File: src/hdl/ao_periph_pkg.sv
/* Shared types, always-on address map, unmapped read pattern
   and the byte-enable mask helper */
`default_nettype none

package ao_periph_pkg;

  typedef logic [31:0] addr_t;
  typedef logic [31:0] data_t;
  typedef logic [3:0]  strb_t;
  typedef logic [11:0] reg_offset_t;

  typedef enum logic [1:0] {
    SEL_SOC_CTRL,
    SEL_GPIO,
    SEL_FAST_INTR,
    SEL_NONE
  } periph_sel_e;

  // Bits 31:16 of an always-on address match this base
  localparam addr_t AO_BASE_ADDR = 32'h2000_0000;

  // 4 KiB window starts picked by bits 15:12
  localparam logic [15:0] SOC_CTRL_OFFSET  = 16'h0000;
  localparam logic [15:0] GPIO_OFFSET      = 16'h1000;
  localparam logic [15:0] FAST_INTR_OFFSET = 16'h2000;

  localparam data_t ERR_RDATA = 32'hBADC_AB1E;

  // Expand byte enables into a bit mask
  function automatic data_t be_to_mask(strb_t be);
    data_t mask;
    for (int i = 0; i < 4; i++) begin
      mask[8*i +: 8] = {8{be[i]}};
    end
    return mask;
  endfunction

endpackage

`default_nettype wire

File: src/hdl/ao_peripheral_subsystem.sv
/* Always-on peripheral block with the bridge, the decoder,
   SoC control, GPIO and the fast interrupt controller */
`default_nettype none

module ao_peripheral_subsystem #(
  parameter int unsigned NUM_GPIO      = 8,
  parameter int unsigned NUM_FAST_INTR = 15
) (
  input  logic                     clk_i,
  input  logic                     rst_i,

  input  logic                     bus_req_i,
  input  ao_periph_pkg::addr_t     bus_addr_i,
  input  logic                     bus_we_i,
  input  ao_periph_pkg::strb_t     bus_be_i,
  input  ao_periph_pkg::data_t     bus_wdata_i,
  output logic                     bus_gnt_o,
  output logic                     bus_rvalid_o,
  output ao_periph_pkg::data_t     bus_rdata_o,

  input  logic                     boot_select_i,
  input  logic                     execute_from_flash_i,
  output logic                     exit_valid_o,
  output ao_periph_pkg::data_t     exit_value_o,

  input  logic [NUM_GPIO-1:0]      cio_gpio_i,
  output logic [NUM_GPIO-1:0]      cio_gpio_o,
  output logic [NUM_GPIO-1:0]      cio_gpio_en_o,
  output logic [NUM_GPIO-1:0]      intr_gpio_o,

  input  logic [NUM_FAST_INTR-1:0] fast_intr_i,
  output logic [NUM_FAST_INTR-1:0] fast_intr_o
);

  import ao_periph_pkg::*;

  logic        reg_valid;
  logic        reg_write;
  addr_t       reg_addr;
  strb_t       reg_be;
  data_t       reg_wdata;
  data_t       reg_rdata;
  reg_offset_t reg_offset;

  logic  soc_ctrl_valid;
  logic  gpio_valid;
  logic  fast_intr_valid;
  data_t soc_ctrl_rdata;
  data_t gpio_rdata;
  data_t fast_intr_rdata;

  bus_to_reg_bridge u_bus_to_reg_bridge (
    .clk_i,
    .rst_i,
    .bus_req_i,
    .bus_addr_i,
    .bus_we_i,
    .bus_be_i,
    .bus_wdata_i,
    .bus_gnt_o,
    .bus_rvalid_o,
    .bus_rdata_o,
    .reg_valid_o (reg_valid),
    .reg_write_o (reg_write),
    .reg_addr_o  (reg_addr),
    .reg_be_o    (reg_be),
    .reg_wdata_o (reg_wdata),
    .reg_rdata_i (reg_rdata)
  );

  ao_reg_demux u_ao_reg_demux (
    .reg_valid_i       (reg_valid),
    .reg_addr_i        (reg_addr),
    .soc_ctrl_valid_o  (soc_ctrl_valid),
    .gpio_valid_o      (gpio_valid),
    .fast_intr_valid_o (fast_intr_valid),
    .offset_o          (reg_offset),
    .soc_ctrl_rdata_i  (soc_ctrl_rdata),
    .gpio_rdata_i      (gpio_rdata),
    .fast_intr_rdata_i (fast_intr_rdata),
    .reg_rdata_o       (reg_rdata)
  );

  soc_ctrl u_soc_ctrl (
    .clk_i,
    .rst_i,
    .valid_i  (soc_ctrl_valid),
    .write_i  (reg_write),
    .offset_i (reg_offset),
    .be_i     (reg_be),
    .wdata_i  (reg_wdata),
    .rdata_o  (soc_ctrl_rdata),
    .boot_select_i,
    .execute_from_flash_i,
    .exit_valid_o,
    .exit_value_o
  );

  gpio_ao #(
    .NUM_GPIO (NUM_GPIO)
  ) u_gpio_ao (
    .clk_i,
    .rst_i,
    .valid_i  (gpio_valid),
    .write_i  (reg_write),
    .offset_i (reg_offset),
    .be_i     (reg_be),
    .wdata_i  (reg_wdata),
    .rdata_o  (gpio_rdata),
    .cio_gpio_i,
    .cio_gpio_o,
    .cio_gpio_en_o,
    .intr_gpio_o
  );

  fast_intr_ctrl #(
    .NUM_FAST_INTR (NUM_FAST_INTR)
  ) u_fast_intr_ctrl (
    .clk_i,
    .rst_i,
    .valid_i  (fast_intr_valid),
    .write_i  (reg_write),
    .offset_i (reg_offset),
    .be_i     (reg_be),
    .wdata_i  (reg_wdata),
    .rdata_o  (fast_intr_rdata),
    .fast_intr_i,
    .fast_intr_o
  );

endmodule

`default_nettype wire

File: src/hdl/ao_reg_demux.sv
/* Address decode and strobe / read data steering
   for the always-on peripherals */
`default_nettype none

module ao_reg_demux (
  input  logic                       reg_valid_i,
  input  ao_periph_pkg::addr_t       reg_addr_i,

  output logic                       soc_ctrl_valid_o,
  output logic                       gpio_valid_o,
  output logic                       fast_intr_valid_o,
  output ao_periph_pkg::reg_offset_t offset_o,

  input  ao_periph_pkg::data_t       soc_ctrl_rdata_i,
  input  ao_periph_pkg::data_t       gpio_rdata_i,
  input  ao_periph_pkg::data_t       fast_intr_rdata_i,
  output ao_periph_pkg::data_t       reg_rdata_o
);

  import ao_periph_pkg::*;

  periph_sel_e sel;

  always_comb begin
    sel = SEL_NONE;
    if (reg_addr_i[31:16] == AO_BASE_ADDR[31:16]) begin
      case (reg_addr_i[15:12])
        SOC_CTRL_OFFSET[15:12]:  sel = SEL_SOC_CTRL;
        GPIO_OFFSET[15:12]:      sel = SEL_GPIO;
        FAST_INTR_OFFSET[15:12]: sel = SEL_FAST_INTR;
        default:                 sel = SEL_NONE;
      endcase
    end
  end

  // At most one strobe and none for an unmapped address
  assign soc_ctrl_valid_o  = reg_valid_i && (sel == SEL_SOC_CTRL);
  assign gpio_valid_o      = reg_valid_i && (sel == SEL_GPIO);
  assign fast_intr_valid_o = reg_valid_i && (sel == SEL_FAST_INTR);

  assign offset_o = reg_addr_i[11:0];

  always_comb begin
    case (sel)
      SEL_SOC_CTRL:  reg_rdata_o = soc_ctrl_rdata_i;
      SEL_GPIO:      reg_rdata_o = gpio_rdata_i;
      SEL_FAST_INTR: reg_rdata_o = fast_intr_rdata_i;
      default:       reg_rdata_o = ERR_RDATA;
    endcase
  end

endmodule

`default_nettype wire

File: src/hdl/bus_to_reg_bridge.sv
/* Bus to register bridge with a single transfer in flight */
`default_nettype none

module bus_to_reg_bridge (
  input  logic                 clk_i,
  input  logic                 rst_i,

  input  logic                 bus_req_i,
  input  ao_periph_pkg::addr_t bus_addr_i,
  input  logic                 bus_we_i,
  input  ao_periph_pkg::strb_t bus_be_i,
  input  ao_periph_pkg::data_t bus_wdata_i,
  output logic                 bus_gnt_o,
  output logic                 bus_rvalid_o,
  output ao_periph_pkg::data_t bus_rdata_o,

  output logic                 reg_valid_o,
  output logic                 reg_write_o,
  output ao_periph_pkg::addr_t reg_addr_o,
  output ao_periph_pkg::strb_t reg_be_o,
  output ao_periph_pkg::data_t reg_wdata_o,
  input  ao_periph_pkg::data_t reg_rdata_i
);

  import ao_periph_pkg::*;

  logic  access_q;
  logic  response_q;
  logic  we_q;
  addr_t addr_q;
  strb_t be_q;
  data_t wdata_q;
  data_t rdata_q;

  // Grant only when nothing is outstanding
  assign bus_gnt_o = bus_req_i & ~access_q & ~response_q;

  always_ff @(posedge clk_i) begin
    if (rst_i) begin
      access_q   <= 1'b0;
      response_q <= 1'b0;
    end else begin
      access_q   <= bus_gnt_o;
      response_q <= access_q;
    end
  end

  always_ff @(posedge clk_i) begin
    if (bus_gnt_o) begin
      we_q    <= bus_we_i;
      addr_q  <= bus_addr_i;
      be_q    <= bus_be_i;
      wdata_q <= bus_wdata_i;
    end
    // Writes return zero
    if (access_q) begin
      rdata_q <= we_q ? '0 : reg_rdata_i;
    end
  end

  assign reg_valid_o  = access_q;
  assign reg_write_o  = we_q;
  assign reg_addr_o   = addr_q;
  assign reg_be_o     = be_q;
  assign reg_wdata_o  = wdata_q;
  assign bus_rvalid_o = response_q;
  assign bus_rdata_o  = rdata_q;

endmodule

`default_nettype wire

File: src/hdl/fast_intr_ctrl.sv
/* Fast interrupt controller with sticky pending bits and an enable mask */
`default_nettype none

module fast_intr_ctrl #(
  parameter int unsigned NUM_FAST_INTR = 15
) (
  input  logic                       clk_i,
  input  logic                       rst_i,

  input  logic                       valid_i,
  input  logic                       write_i,
  input  ao_periph_pkg::reg_offset_t offset_i,
  input  ao_periph_pkg::strb_t       be_i,
  input  ao_periph_pkg::data_t       wdata_i,
  output ao_periph_pkg::data_t       rdata_o,

  input  logic [NUM_FAST_INTR-1:0]   fast_intr_i,
  output logic [NUM_FAST_INTR-1:0]   fast_intr_o
);

  import ao_periph_pkg::*;

  localparam reg_offset_t PENDING_OFFSET = 12'h000;
  localparam reg_offset_t ENABLE_OFFSET  = 12'h004;

  logic                     wr_en;
  data_t                    wmask;
  logic [NUM_FAST_INTR-1:0] wmask_f;
  logic [NUM_FAST_INTR-1:0] wdata_f;
  logic [NUM_FAST_INTR-1:0] pending_clr;
  logic [NUM_FAST_INTR-1:0] pending_q;
  logic [NUM_FAST_INTR-1:0] enable_q;

  assign wr_en   = valid_i & write_i;
  assign wmask   = be_to_mask(be_i);
  assign wmask_f = wmask[NUM_FAST_INTR-1:0];
  assign wdata_f = wdata_i[NUM_FAST_INTR-1:0];

  assign pending_clr = (wr_en && offset_i == PENDING_OFFSET) ? (wdata_f & wmask_f) : '0;

  always_ff @(posedge clk_i) begin
    if (rst_i) begin
      pending_q <= '0;
      enable_q  <= '0;
    end else begin
      // A high input sets even against a clear
      pending_q <= (pending_q & ~pending_clr) | fast_intr_i;
      if (wr_en && offset_i == ENABLE_OFFSET) begin
        enable_q <= (enable_q & ~wmask_f) | (wdata_f & wmask_f);
      end
    end
  end

  always_comb begin
    rdata_o = '0;
    case (offset_i)
      PENDING_OFFSET: rdata_o[NUM_FAST_INTR-1:0] = pending_q;
      ENABLE_OFFSET:  rdata_o[NUM_FAST_INTR-1:0] = enable_q;
      default:        rdata_o = '0;
    endcase
  end

  assign fast_intr_o = pending_q & enable_q;

endmodule

`default_nettype wire

File: src/hdl/gpio_ao.sv
/* Always-on GPIO with output and enable registers, an input synchronizer
   and rising-edge interrupt status that is cleared by writing 1 */
`default_nettype none

module gpio_ao #(
  parameter int unsigned NUM_GPIO = 8
) (
  input  logic                       clk_i,
  input  logic                       rst_i,

  input  logic                       valid_i,
  input  logic                       write_i,
  input  ao_periph_pkg::reg_offset_t offset_i,
  input  ao_periph_pkg::strb_t       be_i,
  input  ao_periph_pkg::data_t       wdata_i,
  output ao_periph_pkg::data_t       rdata_o,

  input  logic [NUM_GPIO-1:0]        cio_gpio_i,
  output logic [NUM_GPIO-1:0]        cio_gpio_o,
  output logic [NUM_GPIO-1:0]        cio_gpio_en_o,
  output logic [NUM_GPIO-1:0]        intr_gpio_o
);

  import ao_periph_pkg::*;

  localparam reg_offset_t GPIO_IN_OFFSET          = 12'h000;
  localparam reg_offset_t GPIO_OUT_OFFSET         = 12'h004;
  localparam reg_offset_t GPIO_OUT_EN_OFFSET      = 12'h008;
  localparam reg_offset_t GPIO_INTR_EN_OFFSET     = 12'h00C;
  localparam reg_offset_t GPIO_INTR_STATUS_OFFSET = 12'h010;

  logic                wr_en;
  data_t               wmask;
  logic [NUM_GPIO-1:0] wmask_g;
  logic [NUM_GPIO-1:0] wdata_g;
  logic [NUM_GPIO-1:0] sync_q1;
  logic [NUM_GPIO-1:0] sync_q2;
  logic [NUM_GPIO-1:0] sync_prev_q;
  logic [NUM_GPIO-1:0] rise;
  logic [NUM_GPIO-1:0] status_clr;
  logic [NUM_GPIO-1:0] out_q;
  logic [NUM_GPIO-1:0] out_en_q;
  logic [NUM_GPIO-1:0] intr_en_q;
  logic [NUM_GPIO-1:0] intr_status_q;

  assign wr_en   = valid_i & write_i;
  assign wmask   = be_to_mask(be_i);
  assign wmask_g = wmask[NUM_GPIO-1:0];
  assign wdata_g = wdata_i[NUM_GPIO-1:0];

  assign rise       = sync_q2 & ~sync_prev_q;
  assign status_clr = (wr_en && offset_i == GPIO_INTR_STATUS_OFFSET) ?
                      (wdata_g & wmask_g) : '0;

  always_ff @(posedge clk_i) begin
    if (rst_i) begin
      sync_q1       <= '0;
      sync_q2       <= '0;
      sync_prev_q   <= '0;
      out_q         <= '0;
      out_en_q      <= '0;
      intr_en_q     <= '0;
      intr_status_q <= '0;
    end else begin
      // Two-flop synchronizer plus edge history
      sync_q1     <= cio_gpio_i;
      sync_q2     <= sync_q1;
      sync_prev_q <= sync_q2;
      // New edge wins over a clear
      intr_status_q <= (intr_status_q & ~status_clr) | rise;
      if (wr_en) begin
        case (offset_i)
          GPIO_OUT_OFFSET:     out_q <= (out_q & ~wmask_g) | (wdata_g & wmask_g);
          GPIO_OUT_EN_OFFSET:  out_en_q <= (out_en_q & ~wmask_g) | (wdata_g & wmask_g);
          GPIO_INTR_EN_OFFSET: intr_en_q <= (intr_en_q & ~wmask_g) | (wdata_g & wmask_g);
          default: ;
        endcase
      end
    end
  end

  always_comb begin
    rdata_o = '0;
    case (offset_i)
      GPIO_IN_OFFSET:          rdata_o[NUM_GPIO-1:0] = sync_q2;
      GPIO_OUT_OFFSET:         rdata_o[NUM_GPIO-1:0] = out_q;
      GPIO_OUT_EN_OFFSET:      rdata_o[NUM_GPIO-1:0] = out_en_q;
      GPIO_INTR_EN_OFFSET:     rdata_o[NUM_GPIO-1:0] = intr_en_q;
      GPIO_INTR_STATUS_OFFSET: rdata_o[NUM_GPIO-1:0] = intr_status_q;
      default:                 rdata_o = '0;
    endcase
  end

  assign cio_gpio_o    = out_q;
  assign cio_gpio_en_o = out_en_q;
  assign intr_gpio_o   = intr_status_q & intr_en_q;

endmodule

`default_nettype wire

File: src/hdl/soc_ctrl.sv
/* SoC control registers with the exit flag, exit value
   and read-only boot strap status */
`default_nettype none

module soc_ctrl (
  input  logic                       clk_i,
  input  logic                       rst_i,

  input  logic                       valid_i,
  input  logic                       write_i,
  input  ao_periph_pkg::reg_offset_t offset_i,
  input  ao_periph_pkg::strb_t       be_i,
  input  ao_periph_pkg::data_t       wdata_i,
  output ao_periph_pkg::data_t       rdata_o,

  input  logic                       boot_select_i,
  input  logic                       execute_from_flash_i,
  output logic                       exit_valid_o,
  output ao_periph_pkg::data_t       exit_value_o
);

  import ao_periph_pkg::*;

  localparam reg_offset_t EXIT_VALID_OFFSET  = 12'h000;
  localparam reg_offset_t EXIT_VALUE_OFFSET  = 12'h004;
  localparam reg_offset_t BOOT_STATUS_OFFSET = 12'h008;

  logic  wr_en;
  data_t wmask;
  logic  exit_valid_q;
  data_t exit_value_q;

  assign wr_en = valid_i & write_i;
  assign wmask = be_to_mask(be_i);

  always_ff @(posedge clk_i) begin
    if (rst_i) begin
      exit_valid_q <= 1'b0;
      exit_value_q <= '0;
    end else if (wr_en) begin
      case (offset_i)
        EXIT_VALID_OFFSET: begin
          if (be_i[0]) begin
            exit_valid_q <= wdata_i[0];
          end
        end
        EXIT_VALUE_OFFSET: begin
          exit_value_q <= (exit_value_q & ~wmask) | (wdata_i & wmask);
        end
        default: ;
      endcase
    end
  end

  always_comb begin
    rdata_o = '0;
    case (offset_i)
      EXIT_VALID_OFFSET:  rdata_o[0] = exit_valid_q;
      EXIT_VALUE_OFFSET:  rdata_o = exit_value_q;
      BOOT_STATUS_OFFSET: rdata_o[1:0] = {execute_from_flash_i, boot_select_i};
      default:            rdata_o = '0;
    endcase
  end

  assign exit_valid_o = exit_valid_q;
  assign exit_value_o = exit_value_q;

endmodule

`default_nettype wire

File: config.mk
export PLATFORM = sky130hd
export DESIGN_NAME = ao_peripheral_subsystem
export DESIGN_NICKNAME = d
export VERILOG_FILES = /design/src/hdl/ao_periph_pkg.sv /design/src/hdl/ao_peripheral_subsystem.sv /design/src/hdl/ao_reg_demux.sv /design/src/hdl/bus_to_reg_bridge.sv /design/src/hdl/fast_intr_ctrl.sv /design/src/hdl/gpio_ao.sv /design/src/hdl/soc_ctrl.sv
export SDC_FILE = /design/constraint.sdc
export NUM_CORES = 1
export LEC_CHECK = 0
export BUFFER_PORTS_ARGS = -buffer_cell sky130_fd_sc_hd__buf_2
export CORE_MARGIN = 10
export CORE_UTILIZATION = 45
export CTS_CLUSTER_SIZE = 16
export DETAILED_ROUTE_END_ITERATION = 6
export PLACE_DENSITY = 0.68
export SLEW_MARGIN = 20
export SYNTH_ARGS = -nofsm -noshare
export SYNTH_HDL_FRONTEND = slang
export SYNTH_SLANG_ARGS = --single-unit
File: constraint.sdc
create_clock -name clk_i -period 8.8 [get_ports clk_i]
set_input_delay 0.88 -clock clk_i [delete_from_list [all_inputs] [get_ports clk_i]]
set_output_delay 0.88 -clock clk_i [all_outputs]
set_load 0.1 [all_outputs]
==> tab_implementation.tex, run 1 <==
\begin{tabular}{lr}
\hline
Metric & Value \\
\hline
\multicolumn{2}{l}{\textbf{Timing}} \\
\quad Portion of the clock cycle consumed by the worst path in the final layout & approximately two fifths \\
\quad Relative slew slack & 29.5\% \\
\quad Final worst-path setup slack & 5.45 ns \\
\quad Hold violation total from the final report & 0 \\
\quad Final critical delay including setup and external delays & between 3 and 4 ns \\
\quad F\_max & 0.298 GHz \\
\quad Max-slew violation count & 0 \\
\quad RSZ-0062 raised after global routing & no \\
\quad Worst-case clock skew & roughly 0.0095 ns \\
\quad Setup-failing EPs final & 0 \\
\quad Final TNS setup & 0 ns \\
\quad Worst Tran Pin Value & about 1.1 ns \\
\multicolumn{2}{l}{\textbf{Synthesis}} \\
\quad Post-synthesis cell type count & 53 \\
\quad Post-synthesis cell count & around 800 \\
\quad Cell Area, Synth & about 0.0091 mm2 \\
\quad Leading post-synthesis cells by cell area & sky130\_fd\_sc\_hd\_\_edfxtp\_1 33\%, sky130\_fd\_sc\_hd\_\_dfxtp\_1 27\%, sky130\_fd\_sc\_hd\_\_mux2i\_1 5.2\% \\
\quad Post-synth top flop & sky130\_fd\_sc\_hd\_\_dfxtp\_1 \\
\quad Warnings, synthesis & 0 \\
\quad Sequential-to-total area share from yosys stat & approximately 60\% \\
\quad Syn avg cell area & 11.4 um2 \\
\quad Net count of the mapped netlist & 897 \\
\quad FF+latch count, synth & about 220 \\
\quad Most common cell in the synthesized netlist & sky130\_fd\_sc\_hd\_\_dfxtp\_1 \\
\quad Asr flop ratio synth & 0\% \\
\quad Number of enable flip-flop cells after synthesis & 101 \\
\quad Fraction of synthesized cell area taken by the top area cell type & 33.4\% \\
\quad Commonest cells in the synthesized netlist & 121 x sky130\_fd\_sc\_hd\_\_dfxtp\_1, 101 x sky130\_fd\_sc\_hd\_\_edfxtp\_1, 73 x sky130\_fd\_sc\_hd\_\_a21oi\_1 \\
\quad Library cell occupying the most area in the post-synthesis netlist & sky130\_fd\_sc\_hd\_\_edfxtp\_1 \\
\multicolumn{2}{l}{\textbf{Floorplan}} \\
\quad Cell Rows & 51 \\
\quad Core region area & approximately 0.020 mm2 \\
\quad Effective utilization at floorplan & between 40\% and 50\% \\
\quad Top-Level Pins & 203 \\
\quad Horizontal die dimension & between 150 and 200 um \\
\quad DIE HEIGHT & around 160 um \\
\quad Die area & between 0.02 and 0.03 mm2 \\
\multicolumn{2}{l}{\textbf{Placement}} \\
\quad Routability-driven placement congestion ratio & approximately 0.84 \\
\quad Pre-CTS setup slack & about 5.5 ns \\
\quad Cell count after placement & between 1000 and 1500 \\
\quad Post-Place Cell Area & 0.0103 mm2 \\
\quad I/O Buffers & slightly above 200 \\
\quad Post-DP HPWL & about 18000 um \\
\multicolumn{2}{l}{\textbf{Layout}} \\
\quad Proportion of layout cells with a drive suffix above 1 & roughly 27\% \\
\quad Final cell utilization of the core & a little under three fifths \\
\quad Count of filler cells inserted in the layout & roughly 1700 \\
\quad Final cell area excluding filler cells & roughly 0.011 mm2 \\
\quad P\&R area growth vs syn & 21.2\% \\
\quad Area occupied by multi-input gates & between 0.003 and 0.004 mm2 \\
\quad Final non-filler cell total & between 1000 and 1500 \\
\quad Register Area & 0.00546 mm2 \\
\quad Final net count & between 1000 and 1500 \\
\multicolumn{2}{l}{\textbf{Route}} \\
\quad Antenna Violating Nets Remaining & 0 \\
\quad Number of remaining DRC errors & 0 \\
\quad Post-DR wirelength/cell & between 20 and 25 um \\
\quad Initial DRT Pass Iterations & 7 \\
\quad Detailed-route wire length & between 20000 and 30000 um \\
\quad Via count & between 6000 and 7000 \\
\quad Vias per cell & about 5.5 \\
\quad Iteration-0 DRC Markers & 563 \\
\multicolumn{2}{l}{\textbf{Clocking}} \\
\quad Number of gates resized after cts & 0 \\
\quad \# H-tree levels & 1 \\
\quad Cts hold-fix bufs & 0 \\
\quad Number of clock buffers inserted by TritonCTS & 24 \\
\quad Clock transition at the registers of the reported paths & 0.06 ns \\
\quad TritonCTS Sinks & about 220 \\
\quad Later-pin clock latency in the skew report & 0.51 ns \\
\quad Number of buffers added for setup after CTS & 0 \\
\quad Clock tree from TritonCTS & yes \\
\quad Buffer levels on the longest clock path & 3 \\
\quad Buffer type at the clock tree root & sky130\_fd\_sc\_hd\_\_clkbuf\_16 \\
\multicolumn{2}{l}{\textbf{Worst setup path}} \\
\quad Critical path, cell by cell & or4\_1 -> nor3\_1 -> nand4\_1 -> nor2\_1 -> ha\_1 -> or3b\_2 -> nor4\_4 -> nand2\_1 -> a31oi\_1 \\
\quad Worst Setup End Kind & register \\
\quad Crit Path Class & reg2reg \\
\quad Number of cells on the worst reg-to-reg path & 9 \\
\quad Buffers \& Inverters on Critical Path & 0 \\
\quad Critical-path cell with the highest stage delay & sky130\_fd\_sc\_hd\_\_nor4\_4 \\
\quad Instance count on the critical path & 9 \\
\quad Largest fanout on the critical path & 11 \\
\quad Arrival time at the worst endpoint & around 3.7 ns \\
\quad Dominant delay contributor by cell family on the critical path & simple AND/OR/NAND/NOR gates \\
\quad Type of origin of the critical path & register \\
\quad Max stage delay on crit path & around 0.6 ns \\
\quad Required arrival time at the worst endpoint & about 9.2 ns \\
\multicolumn{2}{l}{\textbf{GRT}} \\
\quad Overflow left after global routing & 0 \\
\quad Antenna violations before repair & 0 \\
\quad Maximum number of pins on one net before global-route repair & 111 \\
\quad First-pass GRT wire length & just under 40000 um \\
\quad Overall global routing resource usage & about a fifth \\
\quad Via count of the first global-routing pass & approximately 6800 \\
\multicolumn{2}{l}{\textbf{Run}} \\
\quad Number of max-cap violations & 0 \\
\multicolumn{2}{l}{\textbf{Pwr}} \\
\quad Static Leak & 4.42 nW \\
\quad Total power divided by cell area & approximately 200 mW/mm2 \\
\quad Max IR drop VDD & about 0.13 mV \\
\multicolumn{2}{l}{\textbf{Status}} \\
\quad Result of the run & complete, no violations \\
\multicolumn{2}{l}{\textbf{Min path}} \\
\quad Worst min-delay path category & reg2reg \\
\quad Min-Delay Path Depth & 1 \\
\hline
\end{tabular}
-- cells in the final DEF, fill, tap and decap left out, drive strengths merged, types with 9 or more instances in the layout --
cell type  count
nand2b        57
buf          210
clkbuf        32
nand4         30
dfxtp        121
a21oi         73
mux2i         47
mux2          11
edfxtp       101
nor2          37
nand3         37
nor2b         40
inv           10
and3          15
o21ai         49
a31oi          9
and2          25
-- power breakdown --
part / total [mW] / switching (mW) / internal (mW)
Sequential: 1.15 / 0.0254 / 1.12
Clock: 0.941 / 0.394 / 0.547
Combinational: 0.154 / 0.109 / 0.0453
-- final timing paths --
path,start,to,slack (ns)
worst min-delay path,u_gpio_ao.sync_q1[3]$_SDFF_PP0_,u_gpio_ao.sync_q2[3]$_SDFF_PP0_,0.43
worst min register to register,u_gpio_ao.sync_q1[3]$_SDFF_PP0_,u_gpio_ao.sync_q2[3]$_SDFF_PP0_,0.43
worst max-delay path,u_bus_to_reg_bridge.reg_addr_o[21]$_DFFE_PP_,u_bus_to_reg_bridge.bus_rdata_o[2]$_SDFFCE_PP0P_,5.45
worst max register to register,u_bus_to_reg_bridge.reg_addr_o[21]$_DFFE_PP_,u_bus_to_reg_bridge.bus_rdata_o[2]$_SDFFCE_PP0P_,5.45
-- routing by layer --
metal  vias to the layer above  wire length (um)  track usage, %
li1                       3282                 -               -
met1                      3273             11200            24.9
met2                       302             11600            29.2
met3                        35              2170            4.50
met4                         0               600            5.67
met5                         -                 0               0
-- per-stage QoR --
stage	power (mW)	hold WS, ns
4_1_cts	2.26	0.435
3_3_place_gp	1.32	0.422
6_report	2.24	0.434
5_1_grt	2.32	0.457
2_1_floorplan	1.27	0.414
3_5_place_dp	1.32	0.420
-- cell type report --
type / instances / area share [%]
Sequential cell: 222 / 49.6
Clock inverter: 12 / 0.728
Multi-Input combinational cell: 511 / 30.6
Clock buffer: 32 / 5.93
Tap cell: 265 / 3.02
Inverter: 10 / 0.341
Timing Repair Buffer: 210 / 9.76
Antenna cell: 1 / 0.0228
-- kinds of logic (layout without fill, tap and decap cells) --
group                      count (synthesis)  after routing  synth area share [%]
muxes                                     61             61                  7.29
DFF                                      222            222                  60.1
and+or+nand+nor                          278            278                  18.5
other                                      0              1                     0
adders and majority gates                  4              4                 0.552
buffers and inverters                     63            264                  3.03
AOI/OAI and AO/OA                        168            168                  10.5
No activity file was read; power rests on OpenSTA's default activity.
==> inputs of run 2 (changes only) <==
- clock period: 8.8 -> 3.4 ns (I/O delays scaled with it)
==> tab_implementation.tex, run 2 (synthesized netlist as in run 1, its figures left out) <==
\begin{tabular}{lr}
\hline
Metric & Value \\
\hline
\multicolumn{2}{l}{\textbf{Status}} \\
\quad Result of the run & complete, no violations (unchanged) \\
\multicolumn{2}{l}{\textbf{Layout}} \\
\quad Count of filler cells inserted in the layout & 1731 (was 1737) \\
\quad Register Area & 0.00546 mm2 (about the same) \\
\quad Final non-filler cell total & 1316 (was 1263) \\
\quad Final net count & 1134 (was 1080) \\
\quad Count of antenna diodes in the layout & 0 (was 1) \\
\quad Proportion of layout cells with a drive suffix above 1 & 27.4\% (was 27.5\%) \\
\quad Area occupied by multi-input gates & 0.00336 mm2 (about the same) \\
\quad Final cell utilization of the core & 59.0\% (was 55.9\%) \\
\quad Most common library cell in the layout ignoring fill and taps & sky130\_fd\_sc\_hd\_\_buf\_2 (unchanged) \\
\quad P\&R area growth vs syn & 27.8\% (was 21.2\%) \\
\quad Most frequent cells in the layout & 201 x sky130\_fd\_sc\_hd\_\_buf\_2, 119 x sky130\_fd\_sc\_hd\_\_dfxtp\_1, 101 x sky130\_fd\_sc\_hd\_\_edfxtp\_1 (was 201 x sky130\_fd\_sc\_hd\_\_buf\_2, 120 x sky130\_fd\_sc\_hd\_\_dfxtp\_1, 101 x sky130\_fd\_sc\_hd\_\_edfxtp\_1) \\
\multicolumn{2}{l}{\textbf{Timing}} \\
\quad Portion of the clock cycle consumed by the worst path in the final layout & 90.1\% (was 38.1\%) \\
\quad F\_max & 0.326 GHz (was 0.298 GHz) \\
\quad Max-slew violation count & 0 (unchanged) \\
\quad Worst Tran Pin Value & 0.967 ns (was 1.06 ns) \\
\quad Hold violation total from the final report & 0 (unchanged) \\
\quad Worst-case clock skew & 0.0169 ns (was 0.00947 ns) \\
\quad Setup-failing EPs final & 0 (unchanged) \\
\quad Final worst-path setup slack & 0.337 ns (was 5.45 ns) \\
\quad RSZ-0062 raised after global routing & no (unchanged) \\
\quad Final critical delay including setup and external delays & 3.06 ns (was 3.35 ns) \\
\quad Relative slew slack & 35.4\% (was 29.5\%) \\
\multicolumn{2}{l}{\textbf{Clocking}} \\
\quad Number of buffers added for setup after CTS & 0 (unchanged) \\
\quad Buffer type at the clock tree root & sky130\_fd\_sc\_hd\_\_clkbuf\_16 (unchanged) \\
\quad Cts hold-fix bufs & 38 (was 0) \\
\quad \# H-tree levels & 1 (unchanged) \\
\quad Number of clock buffers inserted by TritonCTS & 24 (unchanged) \\
\quad Number of gates resized after cts & 0 (unchanged) \\
\quad TritonCTS Sinks & 222 (unchanged) \\
\quad Clock transition at the registers of the reported paths & 0.06 ns (about the same) \\
\quad Clock tree from TritonCTS & yes (unchanged) \\
\quad Later-pin clock latency in the skew report & 0.51 ns (about the same) \\
\quad Buffer levels on the longest clock path & 3 (unchanged) \\
\multicolumn{2}{l}{\textbf{Worst setup path}} \\
\quad Largest fanout on the critical path & 46 (was 11) \\
\quad Critical-path cell with the highest stage delay & sky130\_fd\_sc\_hd\_\_or4\_1 (was sky130\_fd\_sc\_hd\_\_nor4\_4) \\
\quad Type of origin of the critical path & register (unchanged) \\
\quad Arrival time at the worst endpoint & 3.49 ns (was 3.71 ns) \\
\quad Dominant delay contributor by cell family on the critical path & simple AND/OR/NAND/NOR gates (unchanged) \\
\quad Crit Path Class & reg2reg (unchanged) \\
\quad Max stage delay on crit path & 0.52 ns (was 0.60 ns) \\
\quad Buffers \& Inverters on Critical Path & 1 (was 0) \\
\quad Required arrival time at the worst endpoint & 3.82 ns (was 9.15 ns) \\
\quad Critical path, cell by cell & or4\_1 -> nor3\_1 -> nand4\_1 -> nor2\_1 -> ha\_1 -> and4bb\_2 -> and4\_1 -> buf\_12 -> nand3\_2 -> mux2i\_1 (was or4\_1 -> nor3\_1 -> nand4\_1 -> nor2\_1 -> ha\_1 -> or3b\_2 -> nor4\_4 -> nand2\_1 -> a31oi\_1) \\
\quad Worst Setup End Kind & register (unchanged) \\
\multicolumn{2}{l}{\textbf{Route}} \\
\quad Vias per cell & 5.37 (was 5.46) \\
\quad Initial DRT Pass Iterations & 5 (was 7) \\
\quad Detailed-route wire length & 26000 um (was 25600 um) \\
\quad Via count & 7073 (was 6892) \\
\quad Number of remaining DRC errors & 0 (unchanged) \\
\quad Antenna Violating Nets Remaining & 0 (unchanged) \\
\quad Post-DR wirelength/cell & 19.7 um (was 20.2 um) \\
\quad Iteration-0 DRC Markers & 593 (was 563) \\
\multicolumn{2}{l}{\textbf{GRT}} \\
\quad Maximum number of pins on one net before global-route repair & 73 (was 111) \\
\quad First-pass GRT wire length & 40600 um (was 39300 um) \\
\quad Via count of the first global-routing pass & 7171 (was 6812) \\
\quad Overall global routing resource usage & 19.0\% (was 18.6\%) \\
\quad Overflow left after global routing & 0 (unchanged) \\
\quad Antenna violations before repair & 0 (unchanged) \\
\multicolumn{2}{l}{\textbf{Pwr}} \\
\quad Static Leak & 4.70 nW (was 4.42 nW) \\
\quad Max IR drop VDD & 0.404 mV (was 0.125 mV) \\
\quad Overall Power & 5.99 mW (was 2.24 mW) \\
\quad Total power divided by cell area & 517 mW/mm2 (was 204 mW/mm2) \\
\multicolumn{2}{l}{\textbf{Placement}} \\
\quad I/O Buffers & 202 (unchanged) \\
\quad Post-DP HPWL & 18600 um (was 18000 um) \\
\quad Routability-driven placement congestion ratio & 0.841 (was 0.845) \\
\quad Pre-CTS setup slack & 0.368 ns (was 5.47 ns) \\
\quad Cell count after placement & 1227 (was 1218) \\
\multicolumn{2}{l}{\textbf{Floorplan}} \\
\quad Core region area & 0.0197 mm2 (unchanged) \\
\quad DIE HEIGHT & 162 um (unchanged) \\
\quad Horizontal die dimension & 162 um (unchanged) \\
\quad Top-Level Pins & 203 (unchanged) \\
\quad Die area & 0.0262 mm2 (unchanged) \\
\quad Cell Rows & 51 (unchanged) \\
\quad Effective utilization at floorplan & 46.2\% (unchanged) \\
\multicolumn{2}{l}{\textbf{Min path}} \\
\quad Worst min-delay path category & in2reg (was reg2reg) \\
\multicolumn{2}{l}{\textbf{Run}} \\
\quad Number of max-cap violations & 0 (unchanged) \\
\hline
\end{tabular}
## run 2: cell count changes in the layout (fill, tap and decap cells not counted), moves of 2 or more
cell,before,now
sky130_fd_sc_hd__dlygate4sd3_1,0,45
sky130_fd_sc_hd__clkinvlp_2,2,0
sky130_fd_sc_hd__dfxtp_4,0,2
sky130_fd_sc_hd__clkinv_1,6,2
sky130_fd_sc_hd__clkbuf_8,0,4
sky130_fd_sc_hd__buf_12,0,2
sky130_fd_sc_hd__buf_4,9,16
## run 2: per-stage QoR
step / area [um2] / hold slack (ns) / setup TNS (ns)
CTS: 11500 / 0.000229 / 0
global route: 11600 / 0.000545 / 0
floorplan: 9090 / 0.414 / -5.06
finish: 11600 / 0.0180 / 0
global placement: 10400 / 0.419 / 0
detailed placement: 10400 / 0.420 / 0
## run 2: metal layers
layer	GRT usage, %	vias to the layer above	routed length (um)
li1	-	3395	-
met1	25.6	3368	11500
met2	30.3	274	12000
met3	4.15	36	1920
met4	5.46	0	512
met5	0	-	0
## run 2: final timing paths
path	from	endpoint	slack (ns)	depth (start not counted)
hold reg to reg	u_gpio_ao.sync_q1[3]$_SDFF_PP0_	u_gpio_ao.sync_q2[3]$_SDFF_PP0_	0.44	1
hold / removal	bus_addr_i[12]	u_bus_to_reg_bridge.reg_addr_o[12]$_DFFE_PP_	0.02	1
setup / recovery	u_bus_to_reg_bridge.reg_addr_o[21]$_DFFE_PP_	register	0.34	10
setup reg to reg	u_bus_to_reg_bridge.reg_addr_o[21]$_DFFE_PP_	register	0.34	10
## run 2: final cells by class
| type | count | share of cell area (%) |
|---|---|---|
| multi-input cells | 511 | 28.9 |
| clock inverters | 9 | 0.928 |
| flip-flops and latches | 222 | 47.1 |
| repair buffers | 264 | 13.9 |
| well taps | 265 | 2.86 |
| inverters | 10 | 0.324 |
| clock buffers | 35 | 5.88 |
## run 2: power by group
group          internal (mW)  total (mW)  switching, mW  leakage (nW)
clock network           1.55        2.58           1.03         0.387
registers               2.90        2.98         0.0716          1.95
logic                  0.155       0.437          0.282          2.36
==> inputs of run 3 (changes only) <==
- CTS_BUF_LIST: not set -> sky130_fd_sc_hd__clkbuf_8
- PLACE_DENSITY: 0.68 -> 0.75
- clock period: 3.4 -> 3.3 ns (I/O delays scaled with it)
==> tab_implementation.tex, run 3 (synthesized netlist as in run 1, its figures left out) <==
\begin{tabular}{lr}
\hline
Metric & Value \\
\hline
\multicolumn{2}{l}{\textbf{Clocking}} \\
\quad TritonCTS Sinks & 222 (unchanged) \\
\quad Later-pin clock latency in the skew report & 0.54 ns (was 0.51 ns) \\
\quad Buffer type at the clock tree root & sky130\_fd\_sc\_hd\_\_clkbuf\_8 (was sky130\_fd\_sc\_hd\_\_clkbuf\_16) \\
\quad Clock tree from TritonCTS & yes (unchanged) \\
\quad Number of clock buffers inserted by TritonCTS & 37 (was 24) \\
\quad Buffer levels on the longest clock path & 3 (unchanged) \\
\quad \# H-tree levels & 2 (was 1) \\
\quad Clock transition at the registers of the reported paths & 0.06 ns (about the same) \\
\multicolumn{2}{l}{\textbf{Floorplan}} \\
\quad Top-Level Pins & 203 (unchanged) \\
\quad DIE HEIGHT & 162 um (unchanged) \\
\quad Effective utilization at floorplan & 46.2\% (unchanged) \\
\quad Horizontal die dimension & 162 um (unchanged) \\
\quad Cell Rows & 51 (unchanged) \\
\quad Die area & 0.0262 mm2 (unchanged) \\
\quad Core region area & 0.0197 mm2 (unchanged) \\
\multicolumn{2}{l}{\textbf{GRT}} \\
\quad M2 GR Usage & 32.5\% (was 30.3\%) \\
\quad GRT Max-Usage Layer & met2 (unchanged) \\
\quad Antenna violations before repair & 1 (was 0) \\
\quad Overall global routing resource usage & 19.5\% (was 19.0\%) \\
\quad Overflow left after global routing & 0 (unchanged) \\
\quad Global Route met1 Usage & 24.3\% (was 25.6\%) \\
\quad GRT met3 Usage & 5.16\% (was 4.15\%) \\
\quad First-pass GRT wire length & 41200 um (was 40600 um) \\
\quad Maximum number of pins on one net before global-route repair & 111 (was 73) \\
\quad Via count of the first global-routing pass & 7387 (was 7171) \\
\multicolumn{2}{l}{\textbf{Worst setup path}} \\
\quad Type of origin of the critical path & register (unchanged) \\
\quad Crit. Startpoint & u\_bus\_to\_reg\_bridge.reg\_addr\_o[21]\$\_DFFE\_PP\_ (unchanged) \\
\quad Number of cells on the worst reg-to-reg path & 10 (unchanged) \\
\quad Worst reg-to-reg setup slack & 0.20 ns (was 0.34 ns) \\
\quad Largest fanout on the critical path & 46 (unchanged) \\
\quad Worst Setup End Kind & register (unchanged) \\
\quad Arrival time at the worst endpoint & 3.57 ns (was 3.49 ns) \\
\quad Crit Path Class & reg2reg (unchanged) \\
\quad Required arrival time at the worst endpoint & 3.77 ns (was 3.82 ns) \\
\quad Launch instance of the worst register-to-register path & u\_bus\_to\_reg\_bridge.reg\_addr\_o[21]\$\_DFFE\_PP\_ (unchanged) \\
\multicolumn{2}{l}{\textbf{Placement}} \\
\quad Post-DP HPWL & 18700 um (was 18600 um) \\
\quad Routability-driven placement congestion ratio & 0.862 (was 0.841) \\
\quad I/O Buffers & 202 (unchanged) \\
\quad Post-Place Cell Area & 0.0103 mm2 (was 0.0104 mm2) \\
\quad Pre-CTS setup slack & 0.156 ns (was 0.368 ns) \\
\quad Cell count after placement & 1228 (was 1227) \\
\multicolumn{2}{l}{\textbf{Route}} \\
\quad Antenna Violating Nets Remaining & 0 (unchanged) \\
\quad Initial DRT Pass Iterations & 5 (unchanged) \\
\quad Detailed-route wire length & 26600 um (was 26000 um) \\
\quad Post-DR wirelength/cell & 19.4 um (was 19.7 um) \\
\quad Via count & 7306 (was 7073) \\
\quad Number of remaining DRC errors & 0 (unchanged) \\
\quad Iteration-0 DRC Markers & 569 (was 593) \\
\quad Vias per cell & 5.34 (was 5.37) \\
\multicolumn{2}{l}{\textbf{Pwr}} \\
\quad Max IR drop VDD & 0.300 mV (was 0.404 mV) \\
\quad Total power divided by cell area & 498 mW/mm2 (was 517 mW/mm2) \\
\quad Static Leak & 4.87 nW (was 4.70 nW) \\
\quad Overall Power & 5.88 mW (was 5.99 mW) \\
\multicolumn{2}{l}{\textbf{Timing}} \\
\quad Final worst-path setup slack & 0.202 ns (was 0.337 ns) \\
\quad Final TNS setup & 0 ns (unchanged) \\
\quad F\_max & 0.323 GHz (was 0.326 GHz) \\
\quad Hold violation total from the final report & 0 (unchanged) \\
\quad Setup-failing EPs final & 0 (unchanged) \\
\quad Max-slew violation count & 0 (unchanged) \\
\quad Portion of the clock cycle consumed by the worst path in the final layout & 93.9\% (was 90.1\%) \\
\quad Final critical delay including setup and external delays & 3.10 ns (was 3.06 ns) \\
\quad Relative slew slack & 30.7\% (was 35.4\%) \\
\quad Worst Tran Pin Value & 1.04 ns (was 0.967 ns) \\
\quad RSZ-0062 raised after global routing & yes (was no) \\
\quad Worst Hold Slack & 0.0140 ns (was 0.0180 ns) \\
\quad Worst-case clock skew & 0.0214 ns (was 0.0169 ns) \\
\multicolumn{2}{l}{\textbf{Layout}} \\
\quad Final net count & 1175 (was 1134) \\
\quad P\&R area growth vs syn & 30.2\% (was 27.8\%) \\
\quad Final cell utilization of the core & 60.1\% (was 59.0\%) \\
\quad Final non-filler cell total & 1368 (was 1316) \\
\quad Most common library cell in the layout ignoring fill and taps & sky130\_fd\_sc\_hd\_\_buf\_2 (unchanged) \\
\quad Count of antenna diodes in the layout & 0 (unchanged) \\
\quad Final cell area excluding filler cells & 0.0118 mm2 (was 0.0116 mm2) \\
\quad Most frequent cells in the layout & 201 x sky130\_fd\_sc\_hd\_\_buf\_2, 119 x sky130\_fd\_sc\_hd\_\_dfxtp\_1, 101 x sky130\_fd\_sc\_hd\_\_edfxtp\_1 (unchanged) \\
\quad Proportion of layout cells with a drive suffix above 1 & 27.8\% (was 27.4\%) \\
\multicolumn{2}{l}{\textbf{Min path}} \\
\quad Hold Crit Start & cio\_gpio\_i[1] (was bus\_addr\_i[12]) \\
\quad Worst min-delay path category & in2reg (unchanged) \\
\multicolumn{2}{l}{\textbf{Run}} \\
\quad Number of max-cap violations & 0 (unchanged) \\
\multicolumn{2}{l}{\textbf{Status}} \\
\quad Result of the run & complete, no violations (unchanged) \\
\hline
\end{tabular}
-- run 3: worst min path at each step --
stage / endpoint / cells past startpoint
2_1_floorplan: u_gpio_ao.sync_q2[0]$_SDFF_PP0_ / 1
3_3_place_gp: u_gpio_ao.sync_q2[3]$_SDFF_PP0_ / 1
3_5_place_dp: u_gpio_ao.sync_q2[2]$_SDFF_PP0_ / 1
4_1_cts: u_gpio_ao.sync_q1[1]$_SDFF_PP0_ / 2
5_1_grt: u_gpio_ao.sync_q1[7]$_SDFF_PP0_ / 2
6_report: u_gpio_ao.sync_q1[1]$_SDFF_PP0_ / 2
-- run 3: area by class of cell --
class                      count  area, um2
multi-input combinational    511       3380
fill                        1651       7840
timing repair buffer         292       1880
clock buffer                  46        633
inverter                      10       37.5
sequential                   222       5460
clock inverter                22       97.6
tap                          265        332
-- run 3: worst max-delay path, cell delays in order (launching register included) --
cell	delay, ns
sky130_fd_sc_hd__edfxtp_1	0.35
sky130_fd_sc_hd__or4_1	0.54
sky130_fd_sc_hd__nor3_1	0.17
sky130_fd_sc_hd__nand4_1	0.22
sky130_fd_sc_hd__nor2_1	0.21
sky130_fd_sc_hd__ha_1	0.27
sky130_fd_sc_hd__and4bb_2	0.32
sky130_fd_sc_hd__and4_1	0.26
sky130_fd_sc_hd__buf_12	0.23
sky130_fd_sc_hd__and3_1	0.24
sky130_fd_sc_hd__mux2i_1	0.19
-- run 3: where the power goes --
group / total (mW) / switching (mW) / internal (mW)
sequential: 3.07 / 0.0765 / 2.99
clock: 2.34 / 1.08 / 1.26
combinational: 0.473 / 0.295 / 0.178
total: 5.88 / 1.45 / 4.44
-- run 3: layer usage --
layer | share of wire [%] | up-vias
met2 | 48 | 323
met4 | 2.2 | 0
li1 | - | 3480
met5 | 0 | -
met3 | 8.5 | 41
met1 | 42 | 3462
-- run 3: timing repair --
action                     CTS  global route
hold buffers                71             0
gates resized for setup      0             5
buffers inserted             0             1
hold endpoints to repair    71             0
setup endpoints to repair    0             9
